### src/rtl/silver_isa_pkg.sv
// silver instruction set
// opcodes, alu and shift functions, and where each field sits in the word
`default_nettype none

package silver_isa_pkg;

   typedef logic [31:0] word_t;
   typedef logic [5:0]  reg_addr_t;

   typedef enum logic [5:0] {
      op_normal        = 6'd0,
      op_shift         = 6'd1,
      op_out           = 6'd6,
      op_in            = 6'd7,
      op_jump          = 6'd9,
      op_jump_zero     = 6'd10,
      op_jump_not_zero = 6'd11,
      op_load_const    = 6'd13,
      op_invalid       = 6'd15
   } opcode_e;

   typedef enum logic [3:0] {
      f_add, f_add_carry, f_sub, f_carry,
      f_overflow, f_inc, f_dec, f_mul,
      f_mul_hu, f_and, f_or, f_xor,
      f_equal, f_less, f_lower, f_snd
   } alu_func_e;

   typedef enum logic [1:0] {
      sh_sll, sh_srl, sh_sra, sh_ror
   } shift_func_e;

   localparam int w_msb = 30;
   localparam int w_lsb = 25;
   localparam int w_imm_bit = 31;
   localparam int a_msb = 22;
   localparam int a_lsb = 17;
   localparam int a_imm_bit = 23;
   localparam int b_msb = 15;
   localparam int b_lsb = 10;
   localparam int b_imm_bit = 16;
   localparam int func_msb = 9;
   localparam int func_lsb = 6;
   localparam int op_msb = 5;
   localparam int op_lsb = 0;
   localparam int lc_bit = 24;        // with bit 31 marks LoadConstant
   localparam int const_msb = 22;
   localparam int const_neg_bit = 23;

   localparam word_t invalid_instr = 32'h0000_003f;

endpackage

`default_nettype wire

### src/rtl/silver_pipe_pkg.sv
// silver pipeline types
// stage payloads and the forwarding and pc select codes
`default_nettype none

package silver_pipe_pkg;

   // decode to execute
   typedef struct packed {
      silver_isa_pkg::word_t     pc;
      silver_isa_pkg::opcode_e   opcode;
      silver_isa_pkg::alu_func_e func;
      silver_isa_pkg::reg_addr_t addr_a;
      silver_isa_pkg::reg_addr_t addr_b;
      silver_isa_pkg::reg_addr_t addr_w;
      logic                      imm_a;
      logic                      imm_b;
      logic                      imm_w;
      silver_isa_pkg::word_t     data_a;
      silver_isa_pkg::word_t     data_b;
      silver_isa_pkg::word_t     data_w;
      silver_isa_pkg::word_t     constant;
      logic                      valid;
   } decoded_t;

   // memory and writeback stages
   typedef struct packed {
      logic                      valid;
      logic                      wr_en;
      silver_isa_pkg::reg_addr_t addr;
      silver_isa_pkg::word_t     data;
      logic                      is_out;
   } retire_t;

   typedef enum logic [1:0] {keep, from_mem, from_wb} fwd_sel_e;

   typedef enum logic [1:0] {seq, taken} pc_sel_e;

endpackage

`default_nettype wire

### src/rtl/silver_retire.sv
// silver memory and writeback stages
// carries results to the register file and drives the output port
`timescale 1ns/1ns
`default_nettype none

module silver_retire #(
   parameter int out_width = 10
) (
   input  wire logic                     clk,
   input  wire logic                     rst_n,
   input  wire silver_pipe_pkg::retire_t result,
   output silver_pipe_pkg::retire_t      mem_stage,
   output silver_pipe_pkg::retire_t      wb_stage,
   output logic                          wr_en,
   output silver_isa_pkg::reg_addr_t     wr_addr,
   output silver_isa_pkg::word_t         wr_data,
   output logic [out_width-1:0]          data_out,
   output logic                          out_strobe
);

   always_ff @(posedge clk) begin
      mem_stage <= result;
      wb_stage <= mem_stage;
      if (!rst_n) begin
         mem_stage.valid <= 1'b0;
         wb_stage.valid <= 1'b0;
      end
   end

   assign wr_en = wb_stage.valid && wb_stage.wr_en;
   assign wr_addr = wb_stage.addr;
   assign wr_data = wb_stage.data;

   // output port write pulse
   always_ff @(posedge clk) begin
      if (!rst_n) begin
         data_out <= '0;
         out_strobe <= 1'b0;
      end else begin
         out_strobe <= wb_stage.valid && wb_stage.is_out;
         if (wb_stage.valid && wb_stage.is_out)
            data_out <= wb_stage.data[out_width-1:0];
      end
   end

endmodule

`default_nettype wire

### config.mk
export PLATFORM = sky130hd
export DESIGN_NAME = silver_retire
export DESIGN_NICKNAME = d
export VERILOG_FILES = /design/src/rtl/silver_isa_pkg.sv /design/src/rtl/silver_pipe_pkg.sv /design/src/rtl/silver_retire.sv
export SDC_FILE = /design/constraint.sdc
export NUM_CORES = 1
export LEC_CHECK = 0
export BUFFER_PORTS_ARGS = -buffer_cell sky130_fd_sc_hd__buf_2
export CAP_MARGIN = 20
export CORE_ASPECT_RATIO = 0.9
export CORE_MARGIN = 2
export CORE_UTILIZATION = 40
export DETAILED_ROUTE_END_ITERATION = 8
export GPL_ROUTABILITY_DRIVEN = 0
export PLACE_DENSITY_LB_ADDON = 0.15
export SLEW_MARGIN = 10
export SYNTH_ARGS = -nofsm -noshare
export SYNTH_HDL_FRONTEND = slang
export SYNTH_SLANG_ARGS = --single-unit
### constraint.sdc
create_clock -name clk -period 2.5 [get_ports clk]
set_input_delay 0.625 -clock clk [delete_from_list [all_inputs] [get_ports clk]]
set_output_delay 0.625 -clock clk [all_outputs]
set_load 0.05 [all_outputs]
==> metrics <==
status=finished, violations left; violated checks=design-rule violations; initial core utilization=0.419; Post-synth top flop=dfxtp_1; Worst Hold Class=register to register; Worst-Skew Late Latency=0.34 ns; Post-CTS Setup Bufs=0; total track usage=0.138; CTS Buf Count=9; final setup fails=0; Netlist Area Pre-Place=2410 sq um; crit-path max FO=14; diode count=0; Num Clock Sinks=93; DRC violations left=9; metal3 WL=549 microns; met2 wire length=2270 microns; Post-Layout Cell Count=387; fin crit share=0.805; Final min period=2.01 ns; post-DR vias/cell=4.12; DRT Wirelength=4690 microns; post-synthesis register bit count=93; initial antenna violation count=0; Final Hold Fails=0; die area=6670 sq um; drt pass-1 iters=8; dpl cells=372; distinct cell type count after synthesis=9; Resize count post-CTS=0; Layout area overhead=34.8%; via count of the first global-routing pass=1,457; setup TNS=0 ns; fillers=490; syn avg cell area=14.1 sq um; power density over cell area=970 nW/um^2; layout cells sized above 1=0.628; Post-synth EDFFs=0; CTS clock-pin slew for the worst setup and hold paths=0.08 ns; Initial DRC Count=66; Worst R2R Setup Slack=1.06 ns; Vias=1,596; Slew headroom=0.603; drt wl/cell=12.1 microns; Max Freq=497 MHz; die width=85.9 microns; final core occ=0.565; ys async rst share=0; post-detailed-route count of antenna-violating nets=0; unrepaired setup endpoints after global routing=false; most frequent cells after synthesis=dfxtp_1 (93), buf_4 (39), nand2_1 (10), nand4_1 (10), o21ai_2 (10); core region area=5760 sq um; most area-hungry cell type in the Yosys netlist=dfxtp_1; Worst-Margin Slew=0.596 ns; I/O Buffers=174; H-tree depth reported by CTS=3; post-synth top area share=0.772; Slew Limit Fails=0; Mapped Cells=171; Ports=175; Die Ht=77.7 microns; worst vdd ir=0.484 mV; cts hold-fix bufs=0; synth warn=0; FP Rows=26; count leader, synth=dfxtp_1; crit path launch type=register; Syn Nets=214; first-pass GRT wire length=6850 microns; Highest Signal Layer=met4; met1 WL=1800 microns; sequential share of the synthesized area=0.772; Synth area leaders=dfxtp_1 (77%), buf_4 (12%), o21ai_2 (3.6%); Overflow after GRT=0; Final HPWL DP=3640 microns; Critical Path RT=1.88 ns; CP Data Arrival Time=1.39 ns; Setup crit end kind=output port; Max clock buf depth=2; CTS root buf=clkbuf_8; leak pwr=1.66 nW; Fin Clk Skew=0.00627 ns; # nets final=356; Max Cap Viol=0; largest net degree at the start of global routing=24; critical path class=register to output port; CTS tree=done
where the power goes:
part | leakage [nW] | switching, mW | total [mW] | internal (mW)
Clock | 0.109 | 0.476 | 1.03 | 0.559
Combinational | 0.771 | 0.430 | 0.526 | 0.0962
Sequential | 0.781 | 0.0380 | 1.59 | 1.55
Total | 1.66 | 0.943 | 3.15 | 2.21
final cells by class:
| cell class | count | area (sq um) | share of cell area |
|---|---|---|---|
| sequential | 93 | 1860 | 0.573 |
| timing repair buffer | 174 | 871 | 0.268 |
| clock inverter | 6 | 87.6 | 0.0269 |
| clock buffer | 9 | 124 | 0.0381 |
| tap | 70 | 87.6 | 0.0269 |
| multi-input combinational | 35 | 219 | 0.0674 |
metal layers:
metal  global-route usage  up-vias
met4               0.0762        0
met5                    0        -
met3               0.0723        9
met1                0.149      699
li1                     -      794
met2                0.217       94
logic make-up after synthesis:
kind of cell | after synthesis | synth area share
simple gates | 25 | 0.0545
compound gates | 10 | 0.0363
buf+inv | 43 | 0.137
flops | 93 | 0.772
through the flow:
stage | total power [mW] | hold WS, ns | worst slack, ns | cell area, sq um
after floorplan | 2.07 | 0.590 | 0.550 | 2410
after global placement | 2.16 | 0.329 | 0.851 | 3040
after detailed placement | 2.16 | 0.332 | 0.847 | 3040
after CTS | 3.19 | 0.350 | 0.457 | 3250
after global routing | 3.28 | 0.343 | 0.370 | 3250
final | 3.15 | 0.347 | 0.488 | 3250
critical path, stage by stage, from the launching register on:
cell and delay, ns:
dfxtp_1 0.61, and2_1 0.18, buf_2 0.26
final timing paths:
path,from,endpoint,cells after the start
worst max-delay path,wb_stage[40],wr_en,2
worst min-delay path,mem_stage[35],wr_addr[2],0
worst max register to register,wb_stage[40],data_out[6],2
worst min register to register,mem_stage[35],wr_addr[2],0
state kept, by name, indices dropped and copies added, names as in the netlist:
name and count:
data_out 10, mem_stage 41, out_strobe 1, wb_stage 3, wr_addr 6, wr_data 32
cell usage in the layout, fill, tap and decap left out:
cell       count
and2_1         4
and3_1         1
clkinv_2       2
buf_2        174
dfxtp_1       93
nand2_1       10
o21ai_2       10
bufinv_16      2
clkbuf_8       9
clkinv_4       1
inv_6          1
nand4_1       10
(Power assumes the default switching activity.)
