**src/rtl/silver_isa_pkg.sv**
```systemverilog
// silver instruction set
// opcodes, alu and shift functions, and where each field sits in the word
`default_nettype none

package silver_isa_pkg;

   typedef logic [31:0] word_t;
   typedef logic [5:0]  reg_addr_t;

   typedef enum logic [5:0] {
      op_normal        = 6'd0,
      op_shift         = 6'd1,
      op_out           = 6'd6,
      op_in            = 6'd7,
      op_jump          = 6'd9,
      op_jump_zero     = 6'd10,
      op_jump_not_zero = 6'd11,
      op_load_const    = 6'd13,
      op_invalid       = 6'd15
   } opcode_e;

   typedef enum logic [3:0] {
      f_add, f_add_carry, f_sub, f_carry,
      f_overflow, f_inc, f_dec, f_mul,
      f_mul_hu, f_and, f_or, f_xor,
      f_equal, f_less, f_lower, f_snd
   } alu_func_e;

   typedef enum logic [1:0] {
      sh_sll, sh_srl, sh_sra, sh_ror
   } shift_func_e;

   localparam int w_msb = 30;
   localparam int w_lsb = 25;
   localparam int w_imm_bit = 31;
   localparam int a_msb = 22;
   localparam int a_lsb = 17;
   localparam int a_imm_bit = 23;
   localparam int b_msb = 15;
   localparam int b_lsb = 10;
   localparam int b_imm_bit = 16;
   localparam int func_msb = 9;
   localparam int func_lsb = 6;
   localparam int op_msb = 5;
   localparam int op_lsb = 0;
   localparam int lc_bit = 24;        // with bit 31 marks LoadConstant
   localparam int const_msb = 22;
   localparam int const_neg_bit = 23;

   localparam word_t invalid_instr = 32'h0000_003f;

endpackage

`default_nettype wire

```
**src/rtl/silver_pipe_pkg.sv**
```systemverilog
// silver pipeline types
// stage payloads and the forwarding and pc select codes
`default_nettype none

package silver_pipe_pkg;

   // decode to execute
   typedef struct packed {
      silver_isa_pkg::word_t     pc;
      silver_isa_pkg::opcode_e   opcode;
      silver_isa_pkg::alu_func_e func;
      silver_isa_pkg::reg_addr_t addr_a;
      silver_isa_pkg::reg_addr_t addr_b;
      silver_isa_pkg::reg_addr_t addr_w;
      logic                      imm_a;
      logic                      imm_b;
      logic                      imm_w;
      silver_isa_pkg::word_t     data_a;
      silver_isa_pkg::word_t     data_b;
      silver_isa_pkg::word_t     data_w;
      silver_isa_pkg::word_t     constant;
      logic                      valid;
   } decoded_t;

   // memory and writeback stages
   typedef struct packed {
      logic                      valid;
      logic                      wr_en;
      silver_isa_pkg::reg_addr_t addr;
      silver_isa_pkg::word_t     data;
      logic                      is_out;
   } retire_t;

   typedef enum logic [1:0] {keep, from_mem, from_wb} fwd_sel_e;

   typedef enum logic [1:0] {seq, taken} pc_sel_e;

endpackage

`default_nettype wire

```
**src/rtl/silver_decode.sv**
```systemverilog
// silver decode stage
// classifies the opcode, builds immediates and picks each operand
`timescale 1ns/1ns
`default_nettype none

module silver_decode (
   input  wire silver_isa_pkg::word_t instr,
   input  wire silver_isa_pkg::word_t instr_pc,
   output silver_isa_pkg::reg_addr_t  addr_a,
   output silver_isa_pkg::reg_addr_t  addr_b,
   output silver_isa_pkg::reg_addr_t  addr_w,
   input  wire silver_isa_pkg::word_t data_a,
   input  wire silver_isa_pkg::word_t data_b,
   input  wire silver_isa_pkg::word_t data_w,
   output silver_pipe_pkg::decoded_t  decoded
);

   silver_isa_pkg::opcode_e op;
   silver_isa_pkg::word_t   magnitude;

   function automatic silver_isa_pkg::word_t sext6(input logic [5:0] field);
      sext6 = {{26{field[5]}}, field};
   endfunction

   assign addr_a = instr[silver_isa_pkg::a_msb:silver_isa_pkg::a_lsb];
   assign addr_b = instr[silver_isa_pkg::b_msb:silver_isa_pkg::b_lsb];
   assign addr_w = instr[silver_isa_pkg::w_msb:silver_isa_pkg::w_lsb];
   assign magnitude = {9'd0, instr[silver_isa_pkg::const_msb:0]};

   always_comb begin
      op = silver_isa_pkg::op_invalid;
      if (instr[silver_isa_pkg::lc_bit]) begin
         if (instr[silver_isa_pkg::w_imm_bit])
            op = silver_isa_pkg::op_load_const;
      end else begin
         case (instr[silver_isa_pkg::op_msb:silver_isa_pkg::op_lsb])
            6'd10, 6'd11:
               op = silver_isa_pkg::opcode_e'(instr[5:0]);
            6'd0, 6'd1, 6'd6, 6'd7, 6'd9:
               if (!instr[silver_isa_pkg::w_imm_bit])
                  op = silver_isa_pkg::opcode_e'(instr[5:0]);
            default:
               op = silver_isa_pkg::op_invalid;
         endcase
      end
   end

   always_comb begin
      decoded.pc = instr_pc;
      decoded.opcode = op;
      if (op inside {silver_isa_pkg::op_normal, silver_isa_pkg::op_shift,
                     silver_isa_pkg::op_out, silver_isa_pkg::op_jump,
                     silver_isa_pkg::op_jump_zero, silver_isa_pkg::op_jump_not_zero})
         decoded.func = silver_isa_pkg::alu_func_e'(
            instr[silver_isa_pkg::func_msb:silver_isa_pkg::func_lsb]);
      else
         decoded.func = silver_isa_pkg::f_and;
      decoded.addr_a = addr_a;
      decoded.addr_b = addr_b;
      decoded.addr_w = addr_w;
      decoded.imm_a = instr[silver_isa_pkg::a_imm_bit];
      decoded.imm_b = instr[silver_isa_pkg::b_imm_bit];
      decoded.imm_w = instr[silver_isa_pkg::w_imm_bit];
      decoded.data_a = decoded.imm_a ? sext6(addr_a) : data_a;
      decoded.data_b = decoded.imm_b ? sext6(addr_b) : data_b;
      decoded.data_w = decoded.imm_w ? sext6(addr_w) : data_w;
      decoded.constant = instr[silver_isa_pkg::const_neg_bit] ? 32'd0 - magnitude : magnitude;
      decoded.valid = op != silver_isa_pkg::op_invalid;
   end

endmodule

`default_nettype wire

```
**config.mk**
```make
export PLATFORM = sky130hd
export DESIGN_NAME = silver_decode
export DESIGN_NICKNAME = d
export VERILOG_FILES = /design/src/rtl/silver_isa_pkg.sv /design/src/rtl/silver_pipe_pkg.sv /design/src/rtl/silver_decode.sv
export SDC_FILE = /design/constraint.sdc
export NUM_CORES = 1
export LEC_CHECK = 0
export BUFFER_PORTS_ARGS = -buffer_cell sky130_fd_sc_hd__buf_2
export CORE_AREA = 2 2 145 147
export DETAILED_ROUTE_END_ITERATION = 6
export DIE_AREA = 0 0 147 149
export PLACE_DENSITY = 0.38
export SLEW_MARGIN = 20
export SYNTH_ARGS = -nofsm -noshare
export SYNTH_HDL_FRONTEND = slang
export SYNTH_SLANG_ARGS = --single-unit
```
**constraint.sdc**
```tcl
create_clock -name vclk -period 3.1
set_clock_uncertainty 0.15 [all_clocks]
set_input_delay 0.62 -clock vclk [all_inputs]
set_output_delay 0.62 -clock vclk [all_outputs]
set_load 0.01 [all_outputs]
```
==> results by group <==
GRT
  – Remaining Overflow, GRT: 0
  – Initial antenna violation count: 0
  – First-pass GRT wire length: 16900 microns
  – Vias in the first global route: 2972
  – Total GRT Usage: 9.75%
  – Largest net degree at the start of global routing: 34

Floorplanning
  – Die area: 0.0219 sq mm
  – Initial core utilization: 11.7%
  – CORE AREA: 0.0206 sq mm
  – Row count: 53
  – # IOs: 370
  – Die Wd: 147 microns
  – Die Height: 149 microns

Synth
  – Synth top area share: 25.6%
  – Synth area leader: buf_4
  – Synth cell count leaders: o21ai_0 (93), inv_1 (84), buf_4 (82)
  – Mapped Avg Cell Area: 6.01 sq um
  – Post-synth cell types: 42
  – Most common cell in the netlist: o21ai_0
  – Cells taking the most area after synthesis: buf_4 (26%), o21ai_0 (19%), inv_1 (13%), xnor2_1 (7.7%), mux2_2 (7.0%)
  – Gate Count Post-Synth: 400
  – Register area share after synthesis: 0%
  – Post-synthesis cell area: 0.00240 sq mm
  – Synth warn: 0

Cells and area
  – Ant. Diodes: 0
  – Sequential cell count: 0
  – Reg area: 0 sq um
  – Ratio of cells with drive above 1 in the final layout: 57.3%
  – Post-Layout Cell Count: 902
  – Fin nets: 793
  – Layout area overhead: 56.7%
  – Final Core Density: 18.3%
  – Clkbuf count: 0

STA
  – Hold Fails Final Rpt: 0
  – TNS Setup: 0 ns
  – Max-slew violations: 0
  – Unrepaired setup endpoints after global routing: no
  – Max Clk Rate: 335 MHz
  – Final setup fails: 0
  – Period Utilization, post-route: 96.4%
  – Min cycle time layout: 2.99 ns
  – Final WS setup: 0.113 ns

Setup path
  – Setup CP Type: input pin to output port
  – CP arrival: 2.22 ns
  – CP Launch Type: input pin
  – Critical path fanouts, max: 9
  – Worst Path Required: 2.33 ns
  – Endpoint class of the critical path: output port

Flow run
  – Max-cap violations: 0

Status
  – Status: complete, no violations

Drt
  – Initial DRC Count: 123
  – Via-to-Cell Ratio: 3.68
  – Vias: 3323
  – Final WL: 12000 microns
  – Post-route DRC: 0
  – Wire per inst: 13.3 microns
  – Post-DRT Antenna Nets: 0
  – TritonRoute pass-1 iters: 6

Place
  – Dpl cells: 898
  – PortBufs: 304
  – Dpl ws: -0.0712 ns
  – HPWL after DPL: 10500 microns
  – Routability Congestion: 0.827

Power
  – Power density over the cells: 151 mW/mm^2
  – Total power: 0.568 mW
  – Peak VDD IR: 48.3 uV
  – LEAKAGE: 2.18 nW

Worst hold path
  – Hold Crit Depth: 0
  – HP Class: input pin to output port

Clock network
  – Hold_buf cts: 0
-- report_power, final --
group	internal (mW)	switching (mW)
clock network	0	0
logic	0.254	0.313
registers	0	0
total	0.254	0.313
-- metrics by stage --
step / area [sq um] / hold WS (ns)
finish: 3770 / 1.09
global placement: 3730 / 1.09
CTS: 3730 / 1.09
floorplan: 2410 / 1.18
detailed placement: 3730 / 1.09
global route: 3770 / 1.09
-- final cells by class --
| class | instances | area, sq um |
|---|---|---|
| fill | 2434 | 16800 |
| inverter | 84 | 315 |
| timing repair buffer | 331 | 1720 |
| tap | 275 | 344 |
| multi-input combinational | 212 | 1380 |
-- layout by cell type, fill, tap and decap left out, types with 2 or more instances in the layout --
cell type,synthesis,final
o31ai_1,5,5
nand4_1,3,3
nand2_1,16,16
nor4_1,3,2
nor2_1,6,6
nor2b_1,3,3
nand4b_1,2,2
o21ai_0,93,92
nor3_1,5,5
nand3_1,5,5
o21ai_1,1,2
mux2_2,15,15
xnor2_1,21,21
or4_4,2,2
buf_2,1,304
o41ai_1,3,3
nor4_2,1,2
or3_1,2,2
nand2b_1,2,2
inv_1,84,83
conb_1,1,2
ha_1,4,3
buf_4,82,27
or2_2,3,3
-- final timing paths --
| path | endpoint | start |
|---|---|---|
| setup / recovery | decoded[24] | instr[19] |
| hold / removal | decoded[163] | instr_pc[3] |
-- worst max-delay path: stages --
cell and delay (ns):
buf_2 0.10, or4_1 0.54, or3_1 0.35, o31a_1 0.42, buf_2 0.19
-- logic make-up (layout without fill, tap and decap cells) --
family | count (synthesis) | count (layout) | synth area share (%)
compound gates | 111 | 111 | 25.6
other cells | 1 | 2 | 0.156
mux | 15 | 15 | 7.03
fa+ha+maj | 4 | 4 | 2.08
simple gates | 59 | 59 | 14.5
buf+inv | 189 | 415 | 43.0
xor+xnor | 21 | 21 | 7.65
-- timing repair --
action,in CTS,in global routing
gates resized for setup,0,4
gates cloned,0,0
hold endpoints to repair,0,0
pin swaps,1,1
setup endpoints to repair,3,6
setup buffers,1,3
-- routing by layer --
metal  track usage, %  wire length, microns  vias to the layer above
li1                 -                     -                     1659
met4            0.240                    29                        0
met3             1.25                  1010                        6
met5                0                     0                        -
met2             20.8                  6460                      211
met1             10.7                  4480                     1447
Note: power is estimated with default switching activity, not from simulation.
