<file path="src/rtl/silver_isa_pkg.sv">
// silver instruction set
// opcodes, alu and shift functions, and where each field sits in the word
`default_nettype none

package silver_isa_pkg;

   typedef logic [31:0] word_t;
   typedef logic [5:0]  reg_addr_t;

   typedef enum logic [5:0] {
      op_normal        = 6'd0,
      op_shift         = 6'd1,
      op_out           = 6'd6,
      op_in            = 6'd7,
      op_jump          = 6'd9,
      op_jump_zero     = 6'd10,
      op_jump_not_zero = 6'd11,
      op_load_const    = 6'd13,
      op_invalid       = 6'd15
   } opcode_e;

   typedef enum logic [3:0] {
      f_add, f_add_carry, f_sub, f_carry,
      f_overflow, f_inc, f_dec, f_mul,
      f_mul_hu, f_and, f_or, f_xor,
      f_equal, f_less, f_lower, f_snd
   } alu_func_e;

   typedef enum logic [1:0] {
      sh_sll, sh_srl, sh_sra, sh_ror
   } shift_func_e;

   localparam int w_msb = 30;
   localparam int w_lsb = 25;
   localparam int w_imm_bit = 31;
   localparam int a_msb = 22;
   localparam int a_lsb = 17;
   localparam int a_imm_bit = 23;
   localparam int b_msb = 15;
   localparam int b_lsb = 10;
   localparam int b_imm_bit = 16;
   localparam int func_msb = 9;
   localparam int func_lsb = 6;
   localparam int op_msb = 5;
   localparam int op_lsb = 0;
   localparam int lc_bit = 24;        // with bit 31 marks LoadConstant
   localparam int const_msb = 22;
   localparam int const_neg_bit = 23;

   localparam word_t invalid_instr = 32'h0000_003f;

endpackage

`default_nettype wire

</file>
<file path="src/rtl/silver_pipe_pkg.sv">
// silver pipeline types
// stage payloads and the forwarding and pc select codes
`default_nettype none

package silver_pipe_pkg;

   // decode to execute
   typedef struct packed {
      silver_isa_pkg::word_t     pc;
      silver_isa_pkg::opcode_e   opcode;
      silver_isa_pkg::alu_func_e func;
      silver_isa_pkg::reg_addr_t addr_a;
      silver_isa_pkg::reg_addr_t addr_b;
      silver_isa_pkg::reg_addr_t addr_w;
      logic                      imm_a;
      logic                      imm_b;
      logic                      imm_w;
      silver_isa_pkg::word_t     data_a;
      silver_isa_pkg::word_t     data_b;
      silver_isa_pkg::word_t     data_w;
      silver_isa_pkg::word_t     constant;
      logic                      valid;
   } decoded_t;

   // memory and writeback stages
   typedef struct packed {
      logic                      valid;
      logic                      wr_en;
      silver_isa_pkg::reg_addr_t addr;
      silver_isa_pkg::word_t     data;
      logic                      is_out;
   } retire_t;

   typedef enum logic [1:0] {keep, from_mem, from_wb} fwd_sel_e;

   typedef enum logic [1:0] {seq, taken} pc_sel_e;

endpackage

`default_nettype wire

</file>
<file path="src/rtl/silver_forward.sv">
// silver forwarding select
// memory stage wins over writeback, immediates are never forwarded
`timescale 1ns/1ns
`default_nettype none

module silver_forward (
   input  wire silver_pipe_pkg::decoded_t ex,
   input  wire silver_pipe_pkg::retire_t  mem_stage,
   input  wire silver_pipe_pkg::retire_t  wb_stage,
   output silver_pipe_pkg::fwd_sel_e      fwd_a,
   output silver_pipe_pkg::fwd_sel_e      fwd_b,
   output silver_pipe_pkg::fwd_sel_e      fwd_w
);

   logic chk_a, chk_b, chk_w;

   function automatic silver_pipe_pkg::fwd_sel_e pick(
      input logic                      chk,
      input silver_isa_pkg::reg_addr_t addr,
      input silver_pipe_pkg::retire_t  mem_s,
      input silver_pipe_pkg::retire_t  wb_s
   );
      if (chk && mem_s.valid && mem_s.wr_en && mem_s.addr == addr)
         pick = silver_pipe_pkg::from_mem;
      else if (chk && wb_s.valid && wb_s.wr_en && wb_s.addr == addr)
         pick = silver_pipe_pkg::from_wb;
      else
         pick = silver_pipe_pkg::keep;
   endfunction

   assign chk_a = ex.valid && !ex.imm_a &&
                  !(ex.opcode inside {silver_isa_pkg::op_in, silver_isa_pkg::op_load_const});
   assign chk_b = ex.valid && !ex.imm_b &&
                  ex.opcode inside {silver_isa_pkg::op_normal, silver_isa_pkg::op_shift,
                                    silver_isa_pkg::op_out, silver_isa_pkg::op_jump_zero,
                                    silver_isa_pkg::op_jump_not_zero};
   assign chk_w = ex.valid && !ex.imm_w &&   // jump offset only
                  ex.opcode inside {silver_isa_pkg::op_jump_zero,
                                    silver_isa_pkg::op_jump_not_zero};

   assign fwd_a = pick(chk_a, ex.addr_a, mem_stage, wb_stage);
   assign fwd_b = pick(chk_b, ex.addr_b, mem_stage, wb_stage);
   assign fwd_w = pick(chk_w, ex.addr_w, mem_stage, wb_stage);

endmodule

`default_nettype wire

</file>
<file path="config.mk">
export PLATFORM = sky130hd
export DESIGN_NAME = silver_forward
export DESIGN_NICKNAME = d
export VERILOG_FILES = /design/src/rtl/silver_isa_pkg.sv /design/src/rtl/silver_pipe_pkg.sv /design/src/rtl/silver_forward.sv
export SDC_FILE = /design/constraint.sdc
export NUM_CORES = 1
export LEC_CHECK = 0
export BUFFER_PORTS_ARGS = -buffer_cell sky130_fd_sc_hd__clkbuf_2
export CAP_MARGIN = 40
export CORE_AREA = 10 10 101 103
export DETAILED_ROUTE_END_ITERATION = 8
export DIE_AREA = 0 0 111 113
export SYNTH_ARGS = -nofsm -noshare
export SYNTH_HDL_FRONTEND = slang
export SYNTH_SLANG_ARGS = --single-unit
</file>
<file path="constraint.sdc">
create_clock -name vclk -period 1.3
set_clock_uncertainty 0.05 [all_clocks]
set_input_delay 0.195 -clock vclk [all_inputs]
set_output_delay 0.195 -clock vclk [all_outputs]
set_load 0.02 [all_outputs]
</file>
==> flow_metrics.py <==
metrics = {
    "layout": {
        "ff_latch_area_sq_um": 0,
        "numSequentialCells": 0,
        "finish.cell_count_without_fillers": 244,
        "layout-drive-gt1-share_pct": 65.5,
        "n_antenna_cell": 0,
        "final.clkbuf_count": 0,
        "finalNetCount": 415,
        "postLayoutCoreUtil_pct": 16.3,
        "fill_cells": 903,
        "multi_input_area_sq_um": 654,
        "syn2layout_area_growth_pct": 150,
    },
    "global_route": {
        "use_met1_pct": 6.72,
        "maximum_number_of_pins_on_one_net_before_global_route_repair": 5,
        "global_route.peak_usage_layer": "met2",
        "met3_usage_pct": 1.43,
        "grt_use_total_pct": 4.59,
        "global_route_wire_length_before_repair_um": 4740,
        "grtUsageMet2_pct": 6.72,
        "initial_antenna_violation_count": 0,
        "vias_in_the_first_global_route": 887,
        "gr-total-overflow": 0,
    },
    "synthesis": {
        "postSynthAreaPerCell_sq_um": 7.90,
        "netlist_top_cells_count": "sky130_fd_sc_hd__xor2_1 (19), sky130_fd_sc_hd__xnor2_1 (18), sky130_fd_sc_hd__nor4_1 (5)",
        "syn-instance-count": 67,
        "synthDominantAreaCellType": "sky130_fd_sc_hd__xor2_1",
        "synth.top_cells.by_area": "sky130_fd_sc_hd__xor2_1 (31%), sky130_fd_sc_hd__xnor2_1 (30%), sky130_fd_sc_hd__nor4_1 (5.9%)",
        "synthMostInstantiatedCell": "sky130_fd_sc_hd__xor2_1",
        "synthDominantCellAreaShare_pct": 31.4,
        "synth_xor_area_share_pct": 61.2,
        "share_of_synthesized_cell_area_in_full_adder_half_adder_and_majority_cells_pct": 0,
        "synthMuxAreaShare_pct": 0,
        "post_synth_num_cell_types": 18,
        "synth_top_family_by_area": "XOR/XNOR gates",
        "yosys.area_share.simple_pct": 34.3,
        "synth_fp_nets": 341,
        "yosys_warnings": 0,
        "synth_compound_area_share_pct": 4.49,
        "yosysSeqAreaShare_pct": 0,
        "syn-cell-area_sq_um": 529,
    },
    "timing": {
        "slew_headroom_pct": 80.7,
        "max_clock_freq_ghz": 0.604,
        "final-max-slew-violation-count": 0,
        "final_min_period_over_clock_period_pct": 127,
        "final-setup-viol-count": 6,
        "final_hold_viol_count": 0,
        "worst_slew_pin_slew_ps": 287,
        "final.hold.worst_slack_ps": 734,
        "minimum_period_implied_by_the_final_worst_setup_slack_ps": 1660,
        "grt_setup_unrepaired": "true",
        "setup_slack_ps": -356,
        "timing.setup.tns_ps": -1660,
    },
    "placement": {
        "dp_cells": 244,
        "gp_congestion": 0.821,
        "detailedPlacementHpwl_um": 2900,
        "portBuffers": 50,
    },
    "die": {
        "initial_utilization_pct": 6.51,
        "core_sq_um": 8130,
        "design.die.area_sq_um": 12500,
        "rows": 33,
        "boundaryPins": 280,
        "die_height_um": 113,
        "floorplan.die.width_um": 111,
    },
    "run": {
        "cap_viol_max_count": 0,
    },
    "setup_path": {
        "timing.setup.critical_path_class": "input pin to output port",
        "crit_path_end_kind": "output port",
        "crit_required_ps": 1050,
        "worst_ep_arrival_time_ps": 1410,
        "timing.critical_path.fanout_max": 2,
        "cp-start-kind": "input pin",
    },
    "status": {
        "violations_in_the_final_reports": "negative setup slack",
        "status": "complete, but fails checks",
    },
    "routing": {
        "detail_route_antenna_nets": 0,
        "detail_route.wl_per_cell_um": 12.7,
        "firstDrtPassIters": 2,
        "routed_wirelength_um": 3110,
        "drcViolationCount": 0,
        "first_iter_violations": 40,
        "vias": 759,
        "avgViaCountPerCell": 3.11,
    },
    "power": {
        "p_total_w": 0.000345,
        "irDropWorstVdd_uv": 131,
        "power_per_cell_area_nw_per_um2": 260,
        "leakage_nw": 0.547,
    },
    "cts": {
        "ctsHoldBuffers": 0,
        "cts_post_setup_buffers_inserted": 0,
    },
    "worst_hold_path": {
        "worstHoldPathType": "input pin to output port",
    },
}
-- per-layer routing --
metal	routed length (um)	part of all wire [%]	vias to the layer above
met4	0	0	0
met5	0	0	-
met2	1250	40	41
li1	-	-	378
met1	1580	51	340
met3	276	8.9	0
-- final timing paths --
path / depth (start not counted) / end / startpoint
worst min-delay path: 4 / fwd_b[0] / ex[130]
worst max-delay path: 5 / fwd_w[1] / ex[134]
-- power by group --
| group | switching, W | total (W) | internal (W) |
|---|---|---|---|
| registers | 0 | 0 | 0 |
| logic | 0.000149 | 0.000345 | 0.000196 |
| clock network | 0 | 0 | 0 |
| total | 0.000149 | 0.000345 | 0.000196 |
-- what timing repair did --
action,in CTS,in global routing
resized for setup,18,39
endpoints found under the setup margin,6,6
endpoints found under the hold margin,0,0
pin swaps,9,14
-- worst max-delay path, stage by stage --
cell and delay (ps):
sky130_fd_sc_hd__buf_8 100, sky130_fd_sc_hd__xor2_2 170, sky130_fd_sc_hd__or4_4 530, sky130_fd_sc_hd__nor4b_4 220
sky130_fd_sc_hd__clkbuf_8 190
-- through the flow --
step / worst slack (ps) / cell area [sq um]
finish: -356 / 1330
global placement: -402 / 1100
CTS: -382 / 1190
floorplan: -169 / 553
detailed placement: -442 / 1100
global route: -403 / 1330
-- placed cells by master, fill, tap and decap left out, types with 2 or more instances in the layout --
master,instances
sky130_fd_sc_hd__nand2_1,3
sky130_fd_sc_hd__nor3b_4,2
sky130_fd_sc_hd__nand4_1,4
sky130_fd_sc_hd__buf_6,8
sky130_fd_sc_hd__nor4_2,5
sky130_fd_sc_hd__clkbuf_2,34
sky130_fd_sc_hd__nor2_1,2
sky130_fd_sc_hd__buf_8,3
sky130_fd_sc_hd__nand3_1,2
sky130_fd_sc_hd__buf_4,22
sky130_fd_sc_hd__xor2_2,5
sky130_fd_sc_hd__clkbuf_8,5
sky130_fd_sc_hd__xor2_1,14
sky130_fd_sc_hd__xnor2_1,17
-- cells by family (layout without fill, tap and decap cells) --
kind of cell	count (synthesis)	count (layout)
AOI/OAI and AO/OA	3	3
xor gates and xnor gates	37	37
buffers and inverters	0	72
and+or+nand+nor	27	27
-- area by class of cell --
type,instances,share of cell area [%]
timing repair buffer,72,40.7
multi-input combinational,67,49.4
tap,105,9.92
No activity file was read; power rests on OpenSTA's default activity.
