**config.mk**
```make
export PLATFORM = sky130hd
export DESIGN_NAME = silver_fetch
export DESIGN_NICKNAME = d
export VERILOG_FILES = /design/src/rtl/silver_isa_pkg.sv /design/src/rtl/silver_pipe_pkg.sv /design/src/rtl/silver_fetch.sv
export SDC_FILE = /design/constraint.sdc
export NUM_CORES = 1
export LEC_CHECK = 0
export BUFFER_PORTS_ARGS = -buffer_cell sky130_fd_sc_hd__buf_2
export CAP_MARGIN = 20
export CORE_MARGIN = 1
export CORE_UTILIZATION = 35
export CTS_CLUSTER_DIAMETER = 200
export DETAILED_ROUTE_END_ITERATION = 10
export SLEW_MARGIN = 20
export SYNTH_ARGS = -nofsm -noshare
export SYNTH_HDL_FRONTEND = slang
export SYNTH_SLANG_ARGS = --single-unit
```
**constraint.sdc**
```tcl
create_clock -name clk -period 3.1 [get_ports clk]
set_input_delay 0 -clock clk [delete_from_list [all_inputs] [get_ports clk]]
set_output_delay 0 -clock clk [all_outputs]
set_load 0.05 [all_outputs]
```
**src/rtl/silver_isa_pkg.sv**
```systemverilog
// silver instruction set
// opcodes, alu and shift functions, and where each field sits in the word
`default_nettype none

package silver_isa_pkg;

   typedef logic [31:0] word_t;
   typedef logic [5:0]  reg_addr_t;

   typedef enum logic [5:0] {
      op_normal        = 6'd0,
      op_shift         = 6'd1,
      op_out           = 6'd6,
      op_in            = 6'd7,
      op_jump          = 6'd9,
      op_jump_zero     = 6'd10,
      op_jump_not_zero = 6'd11,
      op_load_const    = 6'd13,
      op_invalid       = 6'd15
   } opcode_e;

   typedef enum logic [3:0] {
      f_add, f_add_carry, f_sub, f_carry,
      f_overflow, f_inc, f_dec, f_mul,
      f_mul_hu, f_and, f_or, f_xor,
      f_equal, f_less, f_lower, f_snd
   } alu_func_e;

   typedef enum logic [1:0] {
      sh_sll, sh_srl, sh_sra, sh_ror
   } shift_func_e;

   localparam int w_msb = 30;
   localparam int w_lsb = 25;
   localparam int w_imm_bit = 31;
   localparam int a_msb = 22;
   localparam int a_lsb = 17;
   localparam int a_imm_bit = 23;
   localparam int b_msb = 15;
   localparam int b_lsb = 10;
   localparam int b_imm_bit = 16;
   localparam int func_msb = 9;
   localparam int func_lsb = 6;
   localparam int op_msb = 5;
   localparam int op_lsb = 0;
   localparam int lc_bit = 24;        // with bit 31 marks LoadConstant
   localparam int const_msb = 22;
   localparam int const_neg_bit = 23;

   localparam word_t invalid_instr = 32'h0000_003f;

endpackage

`default_nettype wire

```
**src/rtl/silver_pipe_pkg.sv**
```systemverilog
// silver pipeline types
// stage payloads and the forwarding and pc select codes
`default_nettype none

package silver_pipe_pkg;

   // decode to execute
   typedef struct packed {
      silver_isa_pkg::word_t     pc;
      silver_isa_pkg::opcode_e   opcode;
      silver_isa_pkg::alu_func_e func;
      silver_isa_pkg::reg_addr_t addr_a;
      silver_isa_pkg::reg_addr_t addr_b;
      silver_isa_pkg::reg_addr_t addr_w;
      logic                      imm_a;
      logic                      imm_b;
      logic                      imm_w;
      silver_isa_pkg::word_t     data_a;
      silver_isa_pkg::word_t     data_b;
      silver_isa_pkg::word_t     data_w;
      silver_isa_pkg::word_t     constant;
      logic                      valid;
   } decoded_t;

   // memory and writeback stages
   typedef struct packed {
      logic                      valid;
      logic                      wr_en;
      silver_isa_pkg::reg_addr_t addr;
      silver_isa_pkg::word_t     data;
      logic                      is_out;
   } retire_t;

   typedef enum logic [1:0] {keep, from_mem, from_wb} fwd_sel_e;

   typedef enum logic [1:0] {seq, taken} pc_sel_e;

endpackage

`default_nettype wire

```
**src/rtl/silver_fetch.sv**
```systemverilog
// silver fetch stage
// program counter and the fetch/decode register, flushed on a taken jump
`timescale 1ns/1ns
`default_nettype none

module silver_fetch #(
   parameter silver_isa_pkg::word_t reset_pc = '0
) (
   input  wire logic                     clk,
   input  wire logic                     rst_n,
   input  wire silver_isa_pkg::word_t    inst_rdata,
   input  wire silver_pipe_pkg::pc_sel_e pc_sel,
   input  wire silver_isa_pkg::word_t    jump_target,
   output silver_isa_pkg::word_t         pc,
   output silver_isa_pkg::word_t         fetched_instr,
   output silver_isa_pkg::word_t         fetched_pc
);

   always_ff @(posedge clk) begin
      if (!rst_n)
         pc <= reset_pc;
      else if (pc_sel == silver_pipe_pkg::taken)
         pc <= jump_target;
      else
         pc <= pc + 32'd4;
   end

   always_ff @(posedge clk) begin
      fetched_pc <= pc;
      if (!rst_n || pc_sel == silver_pipe_pkg::taken)
         fetched_instr <= silver_isa_pkg::invalid_instr;   // bubble
      else
         fetched_instr <= inst_rdata;
   end

endmodule

`default_nettype wire

```
==> results_dict.tcl, run 1 <==
set metrics [dict create \
    status "complete, but fails checks" \
    violations "DRC" \
    finalMaxSlewViolations 0 \
    path_delay_family "simple AND/OR/NAND/NOR gates" \
    clk_pin_slew_ns 0.10 \
    overflow 0 \
    clockBufferDepth 2 \
    max_slew_margin 0.5190 \
    maxCapViolations 0 \
    cp_max_fo 14 \
    drc 22 \
    drive_gt1_frac 0.3464 \
    first_pass_iters 9 \
    clock_skew_ns 0.01268 \
    place_inst 563 \
    grt_antenna_before_repair 0 \
    cts.sinks 96 \
    post_cts_resized 0 \
    vias 3158 \
    place_ws_ns 1.235 \
    grt_pass1_vias 2945 \
    vdd_drop_max_uv 286.6 \
    grt_first_pass_wirelength_microns 14550 \
    cts_tree "built" \
    cp-start-kind "register" \
    ys_seq_area_frac 0.5986 \
    num_rows 34 \
    power_leakage_nw 2.264 \
    stdcell_area_sq_mm 0.004937 \
    postRouteAntennaNets 0 \
    drt_wl_total_microns 9261 \
    grt_max_degree 47 \
    final-hold-violation-count 0 \
    core_sq_mm 0.008806 \
    fin_nets 598 \
    finalWeightedCongestion 0.7553 \
    ys_types 33 \
    synth_cells 310 \
    cts_root_buf "clkbuf_8" \
    yosys_warnings 0 \
    min_period_over_period 0.6148 \
    synth_seq_cells 96 \
    ioPinCount 164 \
    crit_type "reg -> reg" \
    r2r_slack_ns 1.19 \
    period_minus_slack_ns 1.906 \
    n_antenna_cell 0 \
    cp_cell_sequence "and4_1 > nand3_4 > or4_1 > a31oi_1" \
    max_stage_delay_ns 0.54 \
    syn_area_per_cell_sq_um 10.36 \
    cp_num_buf_inv 0 \
    worst_slew_pin_slew_ns 0.7200 \
    chipWidth_microns 97.78 \
    initialDrtViolationCount 161 \
    final_common_cell "buf_2" \
    final_cells 642 \
    hpwlAfterDp_microns 6064 \
    hp-class "in -> reg" \
    setup_viol 0 \
    numCtsBuffers 9 \
    clkLatencyLatePin_ns 0.36 \
    rsz0062_at_grt "false" \
    wire_per_inst_microns 14.43 \
    whs_ns 0.06449 \
    final_cell_mix "buf_2, dfxtp_1, dlygate4sd3_1" \
    powerDensity_mw_per_mm2 571.5 \
    grtUsageTotal 0.1941 \
    avgViaCountPerCell 4.919 \
    die_h_microns 97.78 \
    cp.required_ns 3.38 \
    htreeDepth 3 \
    die_area_sq_mm 0.009560 \
    syn-cell-area_sq_mm 0.003211 \
    fin_ws_ns 1.194 \
    crit_path_end_kind "register" \
    synth.net_count 379 \
    tns_ns 0 \
    cp_slowest_cell "or4_1" \
    port_buffers 163 \
    placed_area_sq_mm 0.004089 \
    area_growth_syn_to_layout_pct 53.78 \
    start_util 0.3646 \
    crit_arrival_ns 2.19 \
    fmax_ghz 0.5247 \
    post_cts_buffers 0 \
]
## per-layer routing
metal,up-vias,wire (microns),GRT usage
met5,-,0,0
met4,0,277,0.09907
met3,21,414,0.04438
met2,105,4567,0.3241
met1,1462,4002,0.2349
li1,1570,-,-
## tightest hold or removal path, stage by stage
cell and delay (ns):
buf_2 0.08, nor2b_1 0.14, nand2_1 0.11, a21oi_1 0.05
## kinds of logic (layout without fill, tap and decap cells)
kind of cell / Yosys count / count (layout) / share of synthesized area
xor+xnor: 13 / 13 / 0.03546
flops: 96 / 96 / 0.5986
compound gates: 66 / 66 / 0.1251
buf+inv: 25 / 249 / 0.03390
fa+ha+maj: 1 / 1 / 0.003896
simple gates: 109 / 109 / 0.2030
## final cells by class
type | count | area (sq um)
clock buffer | 10 | 127.6
clock inverter | 6 | 90.09
fill | 791 | 3869
inverter | 5 | 18.77
multi-input combinational | 189 | 1182
sequential | 96 | 1922
tap | 108 | 135.1
timing repair buffer | 228 | 1461
## where the power goes
group | internal (mW) | total (mW) | switching (mW) | leakage, nW
clock | 0.459 | 0.900 | 0.441 | 0.107
combinational | 0.173 | 0.556 | 0.383 | 1.36
sequential | 1.31 | 1.37 | 0.0552 | 0.793
## synthesized netlist by cell type
library cell  number  area share
a21oi_1            9       0.014
inv_1              4      0.0047
and4_1             6       0.016
nor3b_1            1      0.0023
xnor2_1            8       0.022
nor2b_1            1      0.0019
nand2b_1           1      0.0019
buf_6              2      0.0070
nand3_4            1      0.0055
nor3_1             2      0.0031
nand3_1            9       0.014
nand2_1           15       0.018
nand4_2            1      0.0039
clkinv_1           1      0.0012
o31ai_1            9       0.021
a211oi_1           8       0.019
and2_1             1      0.0019
nand4_1           10       0.019
a21o_1             1      0.0023
or4_1              9       0.021
dfxtp_1           96        0.60
and3_1            27       0.053
a31o_2             1      0.0027
or3_1              9       0.018
a311oi_1           2      0.0055
nor2_1            11       0.013
a31oi_1           12       0.023
and4_2             1      0.0031
clkbuf_1          18       0.021
xor2_1             5       0.014
ha_1               1      0.0039
o21ai_0           24       0.037
nor4_1             4      0.0078
## state kept, by name (all words and copies together) (netlist names)
name,flops
fetched_pc,32
fetched_instr,32
pc,32
## what timing repair did
action | in CTS | in global routing
hold buffers | 63 | 0
endpoints found under the hold margin | 63 | 0
endpoints found under the setup margin | 0 | 0
## worst paths after layout
check,startpoint,endpoint,cells after the start
setup / recovery,pc[5],pc[29],4
hold / removal,pc_sel[1],pc[3],4
setup reg to reg,pc[5],pc[29],4
hold reg to reg,pc[1],fetched_pc[1],0
## through the flow
stage               power, mW    util
floorplan               1.741       -
global placement        1.884  0.4643
detailed placement      1.887  0.4643
CTS                     2.849  0.5607
global route            2.934  0.5607
finish                  2.822  0.5607
No activity file was read; power rests on OpenSTA's default activity.
==> run 2, diff against run 1 <==
PLACE_DENSITY = 0.67   (was not set)
clock period = 1.6 ns   (was 3.1 ns; I/O delays follow)
==> results_dict.tcl, run 2 (synthesis results as in run 1) <==
set metrics [dict create \
    die_h_microns 97.78 \
    die_area_sq_mm 0.009560 \
    drc 18 \
    finalWeightedCongestion 0.7536 \
    cts_tree "built" \
    fmax_ghz 0.6360 \
    placed_area_sq_mm 0.004388 \
    clock_skew_ns 0.007511 \
    final-hold-violation-count 0 \
    initialDrtViolationCount 108 \
    port_buffers 163 \
    area_growth_syn_to_layout_pct 67.30 \
    overflow 0 \
    cts_root_buf "clkbuf_8" \
    first_pass_iters 8 \
    grt_first_pass_wirelength_microns 15810 \
    min_period_over_period 0.9827 \
    postRouteAntennaNets 0 \
    chipWidth_microns 97.78 \
    period_minus_slack_ns 1.572 \
    avgViaCountPerCell 4.973 \
    grt_max_degree 41 \
    nFillCells 737 \
    hpwlAfterDp_microns 6429 \
    clk_pin_slew_ns 0.09 \
    cp_max_fo 7 \
    numCtsBuffers 9 \
    stdcell_area_sq_mm 0.005371 \
    drt_wl_total_microns 10250 \
    clockBufferDepth 2 \
    crit_arrival_ns 1.86 \
    max_slew_margin 0.7266 \
    wire_per_inst_microns 15.26 \
    hp-class "in -> reg" \
    grt_pass1_vias 3224 \
    grt_antenna_before_repair 0 \
    num_rows 34 \
    final_cell_mix "buf_2, dfxtp_1, dlygate4sd3_1" \
    htreeDepth 3 \
    powerDensity_mw_per_mm2 1048 \
    vdd_drop_max_uv 472.0 \
    fin_nets 628 \
    reg.largest.list "fetched_instr x32, fetched_pc x32, pc x32" \
    drive_gt1_frac 0.4574 \
    setup_viol 0 \
    power_leakage_nw 2.478 \
    crit_type "reg -> reg" \
    vias 3342 \
    tns_ns 0 \
    cp-start-kind "register" \
    cp_slowest_cell "or4_4" \
    whs_ns 0.01522 \
    start_util 0.3646 \
    grtUsageTotal 0.2124 \
    status "complete, but fails checks" \
    finalMaxSlewViolations 0 \
    core_sq_mm 0.008806 \
    ioPinCount 164 \
    n_antenna_cell 0 \
    clkLatencyLatePin_ns 0.36 \
    rsz0062_at_grt "true" \
    worst_slew_pin_slew_ns 0.4102 \
    max_stage_delay_ns 0.54 \
    cp_cell_sequence "and4_4 > nand3_4 > or4_4 > a31oi_4" \
    crit_path_end_kind "register" \
    final_common_cell "buf_2" \
    maxCapViolations 0 \
    violations "DRC" \
    cts.sinks 96 \
    cp.required_ns 1.89 \
]
run 2: changes by cell type in the layout (fill, tap and decap cells not counted), moves of 2 or more:
cell / before / now
buf_4: 2 / 31
and4_4: 0 / 6
clkbuf_16: 0 / 2
nor4_2: 0 / 2
clkbuf_8: 9 / 11
or4_4: 0 / 2
or4_1: 9 / 7
inv_6: 2 / 0
dfxtp_4: 0 / 22
nor4_1: 4 / 2
dfxtp_1: 96 / 70
dfxtp_2: 0 / 4
and4_1: 6 / 1
run 2: worst paths after layout:
kind	startpoint	to	slack, ns	cells after the start
setup / recovery	pc[16]	pc[23]	0.03	4
hold / removal	rst_n	pc[17]	0.02	3
setup reg to reg	pc[16]	pc[23]	0.03	4
hold reg to reg	pc[1]	fetched_pc[1]	0.37	0
run 2: cell type report:
type / count / area [sq um] / area share
Tap cell: 108 / 135.1 / 0.02516
Multi-Input combinational cell: 190 / 1275 / 0.2374
Sequential cell: 96 / 2009 / 0.3741
Clock inverter: 3 / 42.54 / 0.007920
Inverter: 5 / 18.77 / 0.003494
Clock buffer: 13 / 201.4 / 0.03750
Timing Repair Buffer: 257 / 1689 / 0.3145
run 2: per-stage QoR:
| stage | power, mW | setup WS [ns] | std cells | util |
|---|---|---|---|---|
| finish | 5.627 | 0.02768 | 672 | 0.6100 |
| global route | 5.831 | -0.02502 | 672 | 0.6100 |
| CTS | 5.643 | 0.004362 | 666 | 0.5970 |
| detailed placement | 3.710 | -0.05369 | 588 | 0.4983 |
| global placement | 3.697 | 0.001577 | 588 | 0.4983 |
| floorplan | 3.372 | -0.07252 | 310 | - |
run 2: routing by layer:
layer	up-vias	track usage	routed length [microns]	part of all wire
li1	1633	-	-	-
met1	1574	0.2361	4169	0.41
met2	118	0.3906	5383	0.53
met3	17	0.04796	512	0.050
met4	0	0.08625	187	0.018
met5	-	0	0	0
run 2: critical path, delay by kind of cell, from the launching register on:
kind / cells / cell delay, ns
AND/OR/NAND/NOR: 3 / 0.95
flip-flops: 1 / 0.37
AO/OA/AOI/OAI: 1 / 0.18
run 2: timing repair:
action,CTS,global route
pin swaps,1,8
gates resized for setup,4,16
endpoints found under the hold margin,62,0
hold buffers,62,0
gates cloned,0,1
endpoints found under the setup margin,9,13
setup buffers,0,5
run 2: where the power goes:
part           leakage (nW)  switching (mW)  internal, mW  total, mW
sequential            0.809          0.0697          2.53       2.60
clock                 0.122           0.828         0.996       1.82
combinational          1.55           0.811         0.392       1.20
total                  2.48            1.71          3.92       5.63
