--- src/rtl/silver_isa_pkg.sv ---
// silver instruction set
// opcodes, alu and shift functions, and where each field sits in the word
`default_nettype none

package silver_isa_pkg;

   typedef logic [31:0] word_t;
   typedef logic [5:0]  reg_addr_t;

   typedef enum logic [5:0] {
      op_normal        = 6'd0,
      op_shift         = 6'd1,
      op_out           = 6'd6,
      op_in            = 6'd7,
      op_jump          = 6'd9,
      op_jump_zero     = 6'd10,
      op_jump_not_zero = 6'd11,
      op_load_const    = 6'd13,
      op_invalid       = 6'd15
   } opcode_e;

   typedef enum logic [3:0] {
      f_add, f_add_carry, f_sub, f_carry,
      f_overflow, f_inc, f_dec, f_mul,
      f_mul_hu, f_and, f_or, f_xor,
      f_equal, f_less, f_lower, f_snd
   } alu_func_e;

   typedef enum logic [1:0] {
      sh_sll, sh_srl, sh_sra, sh_ror
   } shift_func_e;

   localparam int w_msb = 30;
   localparam int w_lsb = 25;
   localparam int w_imm_bit = 31;
   localparam int a_msb = 22;
   localparam int a_lsb = 17;
   localparam int a_imm_bit = 23;
   localparam int b_msb = 15;
   localparam int b_lsb = 10;
   localparam int b_imm_bit = 16;
   localparam int func_msb = 9;
   localparam int func_lsb = 6;
   localparam int op_msb = 5;
   localparam int op_lsb = 0;
   localparam int lc_bit = 24;        // with bit 31 marks LoadConstant
   localparam int const_msb = 22;
   localparam int const_neg_bit = 23;

   localparam word_t invalid_instr = 32'h0000_003f;

endpackage

`default_nettype wire

--- src/rtl/silver_pipe_pkg.sv ---
// silver pipeline types
// stage payloads and the forwarding and pc select codes
`default_nettype none

package silver_pipe_pkg;

   // decode to execute
   typedef struct packed {
      silver_isa_pkg::word_t     pc;
      silver_isa_pkg::opcode_e   opcode;
      silver_isa_pkg::alu_func_e func;
      silver_isa_pkg::reg_addr_t addr_a;
      silver_isa_pkg::reg_addr_t addr_b;
      silver_isa_pkg::reg_addr_t addr_w;
      logic                      imm_a;
      logic                      imm_b;
      logic                      imm_w;
      silver_isa_pkg::word_t     data_a;
      silver_isa_pkg::word_t     data_b;
      silver_isa_pkg::word_t     data_w;
      silver_isa_pkg::word_t     constant;
      logic                      valid;
   } decoded_t;

   // memory and writeback stages
   typedef struct packed {
      logic                      valid;
      logic                      wr_en;
      silver_isa_pkg::reg_addr_t addr;
      silver_isa_pkg::word_t     data;
      logic                      is_out;
   } retire_t;

   typedef enum logic [1:0] {keep, from_mem, from_wb} fwd_sel_e;

   typedef enum logic [1:0] {seq, taken} pc_sel_e;

endpackage

`default_nettype wire

--- src/rtl/silver_execute.sv ---
// silver execute stage
// alu with carry/overflow flags, shifter, result select and jump decision
`timescale 1ns/1ns
`default_nettype none

module silver_execute (
   input  wire logic                      clk,
   input  wire logic                      rst_n,
   input  wire silver_pipe_pkg::decoded_t decoded,
   output silver_pipe_pkg::decoded_t      ex,
   output silver_pipe_pkg::pc_sel_e       pc_sel,
   output silver_isa_pkg::word_t          jump_target,
   input  wire logic [1:0]                data_in,
   input  wire silver_pipe_pkg::fwd_sel_e fwd_a,
   input  wire silver_pipe_pkg::fwd_sel_e fwd_b,
   input  wire silver_pipe_pkg::fwd_sel_e fwd_w,
   input  wire silver_pipe_pkg::retire_t  mem_stage,
   input  wire silver_pipe_pkg::retire_t  wb_stage,
   output silver_pipe_pkg::retire_t       result
);

   silver_isa_pkg::word_t a_val, b_val, w_val, alu_in1, alu_in2;
   silver_isa_pkg::word_t alu_res, shift_res, res_val, diff, pc_next;
   logic [32:0] sum;
   logic [63:0] prod;
   logic [4:0]  rot;
   logic        carry_q, overflow_q, carry_in, is_jump, uses_alu, writes_reg;

   function automatic silver_isa_pkg::word_t pick(
      input silver_pipe_pkg::fwd_sel_e sel,
      input silver_isa_pkg::word_t     own,
      input silver_isa_pkg::word_t     mem_val,
      input silver_isa_pkg::word_t     wb_val
   );
      case (sel)
         silver_pipe_pkg::from_mem: pick = mem_val;
         silver_pipe_pkg::from_wb:  pick = wb_val;
         default:                   pick = own;
      endcase
   endfunction

   always_ff @(posedge clk) begin
      ex <= decoded;
      if (!rst_n || pc_sel == silver_pipe_pkg::taken)
         ex.valid <= 1'b0;   // squashed
   end

   assign a_val = pick(fwd_a, ex.data_a, mem_stage.data, wb_stage.data);
   assign b_val = pick(fwd_b, ex.data_b, mem_stage.data, wb_stage.data);
   assign w_val = pick(fwd_w, ex.data_w, mem_stage.data, wb_stage.data);

   assign is_jump = ex.opcode == silver_isa_pkg::op_jump;
   assign alu_in1 = is_jump ? ex.pc : a_val;   // link jumps add pc and A
   assign alu_in2 = is_jump ? a_val : b_val;
   assign carry_in = (ex.func == silver_isa_pkg::f_add_carry) && carry_q;
   assign sum = {1'b0, alu_in1} + {1'b0, alu_in2} + {32'd0, carry_in};
   assign diff = alu_in1 - alu_in2;
   assign prod = {32'd0, alu_in1} * {32'd0, alu_in2};
   assign pc_next = ex.pc + 32'd4;

   always_comb begin
      case (ex.func)
         silver_isa_pkg::f_add, silver_isa_pkg::f_add_carry: alu_res = sum[31:0];
         silver_isa_pkg::f_sub:      alu_res = diff;
         silver_isa_pkg::f_carry:    alu_res = {31'd0, carry_q};
         silver_isa_pkg::f_overflow: alu_res = {31'd0, overflow_q};
         silver_isa_pkg::f_inc:      alu_res = alu_in1 + 32'd1;
         silver_isa_pkg::f_dec:      alu_res = alu_in1 - 32'd1;
         silver_isa_pkg::f_mul:      alu_res = prod[31:0];
         silver_isa_pkg::f_mul_hu:   alu_res = prod[63:32];
         silver_isa_pkg::f_and:      alu_res = alu_in1 & alu_in2;
         silver_isa_pkg::f_or:       alu_res = alu_in1 | alu_in2;
         silver_isa_pkg::f_xor:      alu_res = alu_in1 ^ alu_in2;
         silver_isa_pkg::f_equal:    alu_res = {31'd0, alu_in1 == alu_in2};
         silver_isa_pkg::f_less:     alu_res = {31'd0, $signed(alu_in1) < $signed(alu_in2)};
         silver_isa_pkg::f_lower:    alu_res = {31'd0, alu_in1 < alu_in2};
         default:                    alu_res = alu_in2;   // f_snd
      endcase
   end

   assign uses_alu = ex.opcode inside {silver_isa_pkg::op_normal, silver_isa_pkg::op_out,
                                       silver_isa_pkg::op_jump, silver_isa_pkg::op_jump_zero,
                                       silver_isa_pkg::op_jump_not_zero};

   always_ff @(posedge clk) begin
      if (!rst_n) begin
         carry_q <= 1'b0;
         overflow_q <= 1'b0;
      end else if (ex.valid && uses_alu) begin
         case (ex.func)
            silver_isa_pkg::f_add: begin
               carry_q <= sum[32];
               overflow_q <= (alu_in1[31] == alu_in2[31]) && (sum[31] != alu_in1[31]);
            end
            silver_isa_pkg::f_add_carry:
               carry_q <= sum[32];
            silver_isa_pkg::f_sub:
               overflow_q <= (alu_in1[31] != alu_in2[31]) && (diff[31] != alu_in1[31]);
            default: ;
         endcase
      end
   end

   assign rot = b_val[4:0];   // rotate amount mod 32

   always_comb begin
      case (silver_isa_pkg::shift_func_e'(ex.func[1:0]))
         silver_isa_pkg::sh_sll: shift_res = a_val << b_val;
         silver_isa_pkg::sh_srl: shift_res = a_val >> b_val;
         silver_isa_pkg::sh_sra: shift_res = $signed(a_val) >>> b_val;
         default:                shift_res = (a_val >> rot) | (a_val << (6'd32 - {1'b0, rot}));
      endcase
   end

   always_comb begin
      case (ex.opcode)
         silver_isa_pkg::op_shift:      res_val = shift_res;
         silver_isa_pkg::op_in:         res_val = {30'd0, data_in};
         silver_isa_pkg::op_jump:       res_val = pc_next;   // link
         silver_isa_pkg::op_load_const: res_val = ex.constant;
         default:                       res_val = alu_res;
      endcase
   end

   always_comb begin
      pc_sel = silver_pipe_pkg::seq;
      jump_target = ex.pc + w_val;
      if (ex.valid) begin
         case (ex.opcode)
            silver_isa_pkg::op_jump: begin
               pc_sel = silver_pipe_pkg::taken;
               jump_target = alu_res;
            end
            silver_isa_pkg::op_jump_zero:
               if (alu_res == '0)
                  pc_sel = silver_pipe_pkg::taken;
            silver_isa_pkg::op_jump_not_zero:
               if (alu_res != '0)
                  pc_sel = silver_pipe_pkg::taken;
            default: ;
         endcase
      end
   end

   assign writes_reg = ex.opcode inside {silver_isa_pkg::op_normal, silver_isa_pkg::op_shift,
                                         silver_isa_pkg::op_out, silver_isa_pkg::op_in,
                                         silver_isa_pkg::op_jump, silver_isa_pkg::op_load_const};

   assign result = '{valid:  ex.valid,
                     wr_en:  ex.valid && writes_reg,
                     addr:   ex.addr_w,
                     data:   res_val,
                     is_out: ex.opcode == silver_isa_pkg::op_out};

endmodule

`default_nettype wire

--- config.mk ---
export PLATFORM = sky130hd
export DESIGN_NAME = silver_execute
export DESIGN_NICKNAME = d
export VERILOG_FILES = /design/src/rtl/silver_isa_pkg.sv /design/src/rtl/silver_pipe_pkg.sv /design/src/rtl/silver_execute.sv
export SDC_FILE = /design/constraint.sdc
export NUM_CORES = 2
export LEC_CHECK = 0
export BUFFER_PORTS_ARGS = -buffer_cell sky130_fd_sc_hd__buf_2
export CAP_MARGIN = 20
export CORE_MARGIN = 4
export CORE_UTILIZATION = 30
export DETAILED_ROUTE_END_ITERATION = 16
export PLACE_DENSITY = 0.42
export SLEW_MARGIN = 20
export SYNTH_ARGS = -nofsm -noshare
export SYNTH_HDL_FRONTEND = slang
export SYNTH_SLANG_ARGS = --single-unit
--- constraint.sdc ---
create_clock -name clk -period 36.8 [get_ports clk]
set_clock_uncertainty 0.15 [all_clocks]
set_input_delay 1.84 -clock clk [delete_from_list [all_inputs] [get_ports clk]]
set_output_delay 1.84 -clock clk [all_outputs]
set_load 0.02 [all_outputs]
==> metrics.md <==
| Metric | Value |
|---|---|
| Pin count of the biggest net entering global routing | 76 |
| Avg Cell Area, Syn | 7.70 um^2 |
| Synth Area in XOR/XNOR | 2.33% |
| Status | complete, no violations |
| FF+latch area | 3890 um^2 |
| Initial Utilization | 30.2% |
| Multiplexer share of the synthesized area | 1.88% |
| DRC | 0 |
| Clock Sinks | 194 |
| Port Buf Inserts | 531 |
| Worst-Margin Slew | 1.26 ns |
| R2R depth | 33 |
| HP Class | flop to flop |
| Post-route ant nets | 0 |
| # setup viols final | 0 |
| Crit path kind | input port to output port |
| Largest family of logic cells by synthesized area | adder cells |
| FILL cells | 19990 |
| Footprint of the multi-input gates | 46200 um^2 |
| Synth top area cells | fa_1 33%, ha_1 9.7%, dfxtp_1 7.0%, inv_1 6.6%, nor2_1 6.5% |
| Gr usage total | 34.0% |
| Final Hold Vio Count | 0 |
| Hold endpoint | overflow_q |
| Worst path most repeated cell | fa_1 |
| Clock latency on the worst-skew pair | 0.53 ns |
| DR vias | 56907 |
| Async SR Flop Fraction | 0% |
| Post-synth EDFFs | 0 |
| Dominant synthesized flop cell | dfxtp_1 |
| Cts repair resizes | 0 |
| Rel. slew slack | 15.8% |
| Worst-path clk slew | 0.12 ns |
| TritonCTS Buffers | 17 |
| Post-synth net total | 8798 |
| FF-to-FF Start | ex[157] |
| Final Cycle Share | 47.5% |
| Synth-to-layout area growth | 12.2% |
| Std-Cell Rows | 157 |
| Tmin final | 17.49 ns |
| Hold Crit Start | overflow_q |
| Post-Route WL | 333000 um |
| Placeable Area | 183000 um^2 |
| Die Y | 437 um |
| Worst path required time | 34.81 ns |
| Post-synth cell types | 94 |
| Hold-fix buffers, CTS | 0 |
| Delay of the slowest critical-path stage | 0.91 ns |
| R2R setup slack | 22.35 ns |
| Initial antenna violation count | 42 |
| Share of cells above drive strength 1 | 12.4% |
| Total negative slack | 0 ns |
| Synth Area in Compound Gates | 18.9% |
| Cell Area, Synth | 55300 um^2 |
| CP Capture Type | output port |
| Wire length of the first global-routing pass | 460000 um |
| Finished Cell Area | 62100 um^2 |
| Hold path cells | 1 |
| Slew Viols, Final | 0 |
| Clock root cell | clkbuf_16 |
| #FFs+latches synth | 194 |
| Gr ovfl total | 0 |
| Crit path max fanout | 75 |
| TritonCTS clock tree | done |
| Post-synthesis simple-gate area fraction | 17.7% |
| Slowest CP cell | o21ai_1 |
| Unrepaired setup endpoints after global routing | no |
| Clock Tree Buf Depth | 2 |
| I/O pin total | 551 |
| Synth Area in Adders | 42.3% |
| Most frequent cells in the layout | 962 x inv_1, 956 x nor2_1, 940 x nand2_1, 900 x fa_1, 532 x buf_2 |
| Sequential share of the synthesized area | 7.02% |
| Syn Inst Count | 7184 |
| Critical Path AT | 15.50 ns |
| Per-cell routed wire length | 33.2 um |
| Area post-placement | 61400 um^2 |
| Placer Congestion | 1.04 |
| 1st-iter DRT viols | 5899 |
| Worst reg2reg path endpoint | ex[0] |
| MaxCap Viol Count | 0 |
| H-tree levels | 4 |
| Critical Path Start Type | input port |
| Vias in the first global route | 57531 |
| First drt pass iteration count | 9 |
| Cell accounting for the most synthesized area | fa_1 |
| Final nets | 9138 |
| Top-area cell type share of the netlist area | 32.6% |
| Post-CTS setup buffers | 0 |
| Full die area | 191000 um^2 |
| DPL Wire Length | 268000 um |
| Commonest non-fill, non-tap cell in the layout | inv_1 |
| Top achievable clock speed | 57.2 MHz |
| Chip width | 437 um |
| Yosys warns | 0 |
| Via density | 5.68 |
==> sequential cells by signal, summed over array words and instances, names as in the netlist <==
register,flops
ex,192
carry_q,1
overflow_q,1
==> layer usage <==
layer  vias up  routed length (um)  global-route usage (%)
li1      24299                   -                       -
met2      2758              151000                    54.6
met3       721               24300                    6.07
met4        12               23000                    19.4
met5         -                  81                       0
met1     29117              134000                    42.9
==> worst max-delay path: cells and delay by family <==
| family | cells | cell delay (ns) |
|---|---|---|
| AO/OA/AOI/OAI | 6 | 2.51 |
| multiplexers | 1 | 0.45 |
| adder cells (fa/ha/maj) | 10 | 4.94 |
| buffers and inverters | 8 | 2.03 |
| AND/OR/NAND/NOR | 10 | 3.65 |
==> synth_stat cells (all sizes together) (46+ instances only) <==
master / count
inv: 974
nor2: 959
nand2: 940
fa: 900
o21ai: 462
ha: 430
a21oi: 398
clkbuf: 386
dfxtp: 194
a22oi: 121
mux2i: 95
xnor2: 91
nand3: 84
buf: 72
nor3: 67
a21o: 65
o21a: 58
xor2: 56
o22ai: 55
a211oi: 49
a31oi: 48
nand4: 48
o211ai: 46
==> layout make-up <==
type                    instances  share of cell area [%]
flip-flops and latches        194                    6.26
clock inverters                15                   0.316
repair buffers                779                    7.28
well taps                    2464                    4.97
multi-input cells            5541                    74.5
inverters                     991                    5.99
clock buffers                  17                   0.685
diodes                         11                  0.0443
==> cells by family after synthesis <==
family | count (synthesis)
AOI/OAI and AO/OA | 1626
muxes | 103
buffers and inverters | 1449
and+or+nand+nor | 2334
adders and majority gates | 1330
DFF | 194
xor gates and xnor gates | 147
other | 1
==> through the flow <==
| step | std cells | utilization, % | hold WS (ns) | setup slack [ns] |
|---|---|---|---|---|
| after floorplan | 7184 | - | 0.314 | 22.17 |
| after global placement | 9966 | 33.5 | 0.332 | 19.15 |
| after detailed placement | 9968 | 33.5 | 0.340 | 19.56 |
| after CTS | 10000 | 33.8 | 0.369 | 19.51 |
| after global routing | 10003 | 33.9 | 0.376 | 19.01 |
| final | 10012 | 33.9 | 0.378 | 19.31 |
==> worst max path at each step <==
stage	start	endpoint	slack, ns	depth (start not counted)
6_report	fwd_a[0]	pc_sel[0]	19.31	35
5_1_grt	fwd_a[0]	pc_sel[0]	19.01	35
4_1_cts	fwd_a[0]	pc_sel[0]	19.51	35
3_5_place_dp	fwd_a[0]	pc_sel[0]	19.56	35
3_3_place_gp	fwd_a[0]	pc_sel[0]	19.15	35
2_1_floorplan	fwd_a[0]	pc_sel[0]	22.17	41
Power is left out: the tool's default activity adds up to more than one toggle a clock period on the data nets, which glitch-free logic cannot reach.
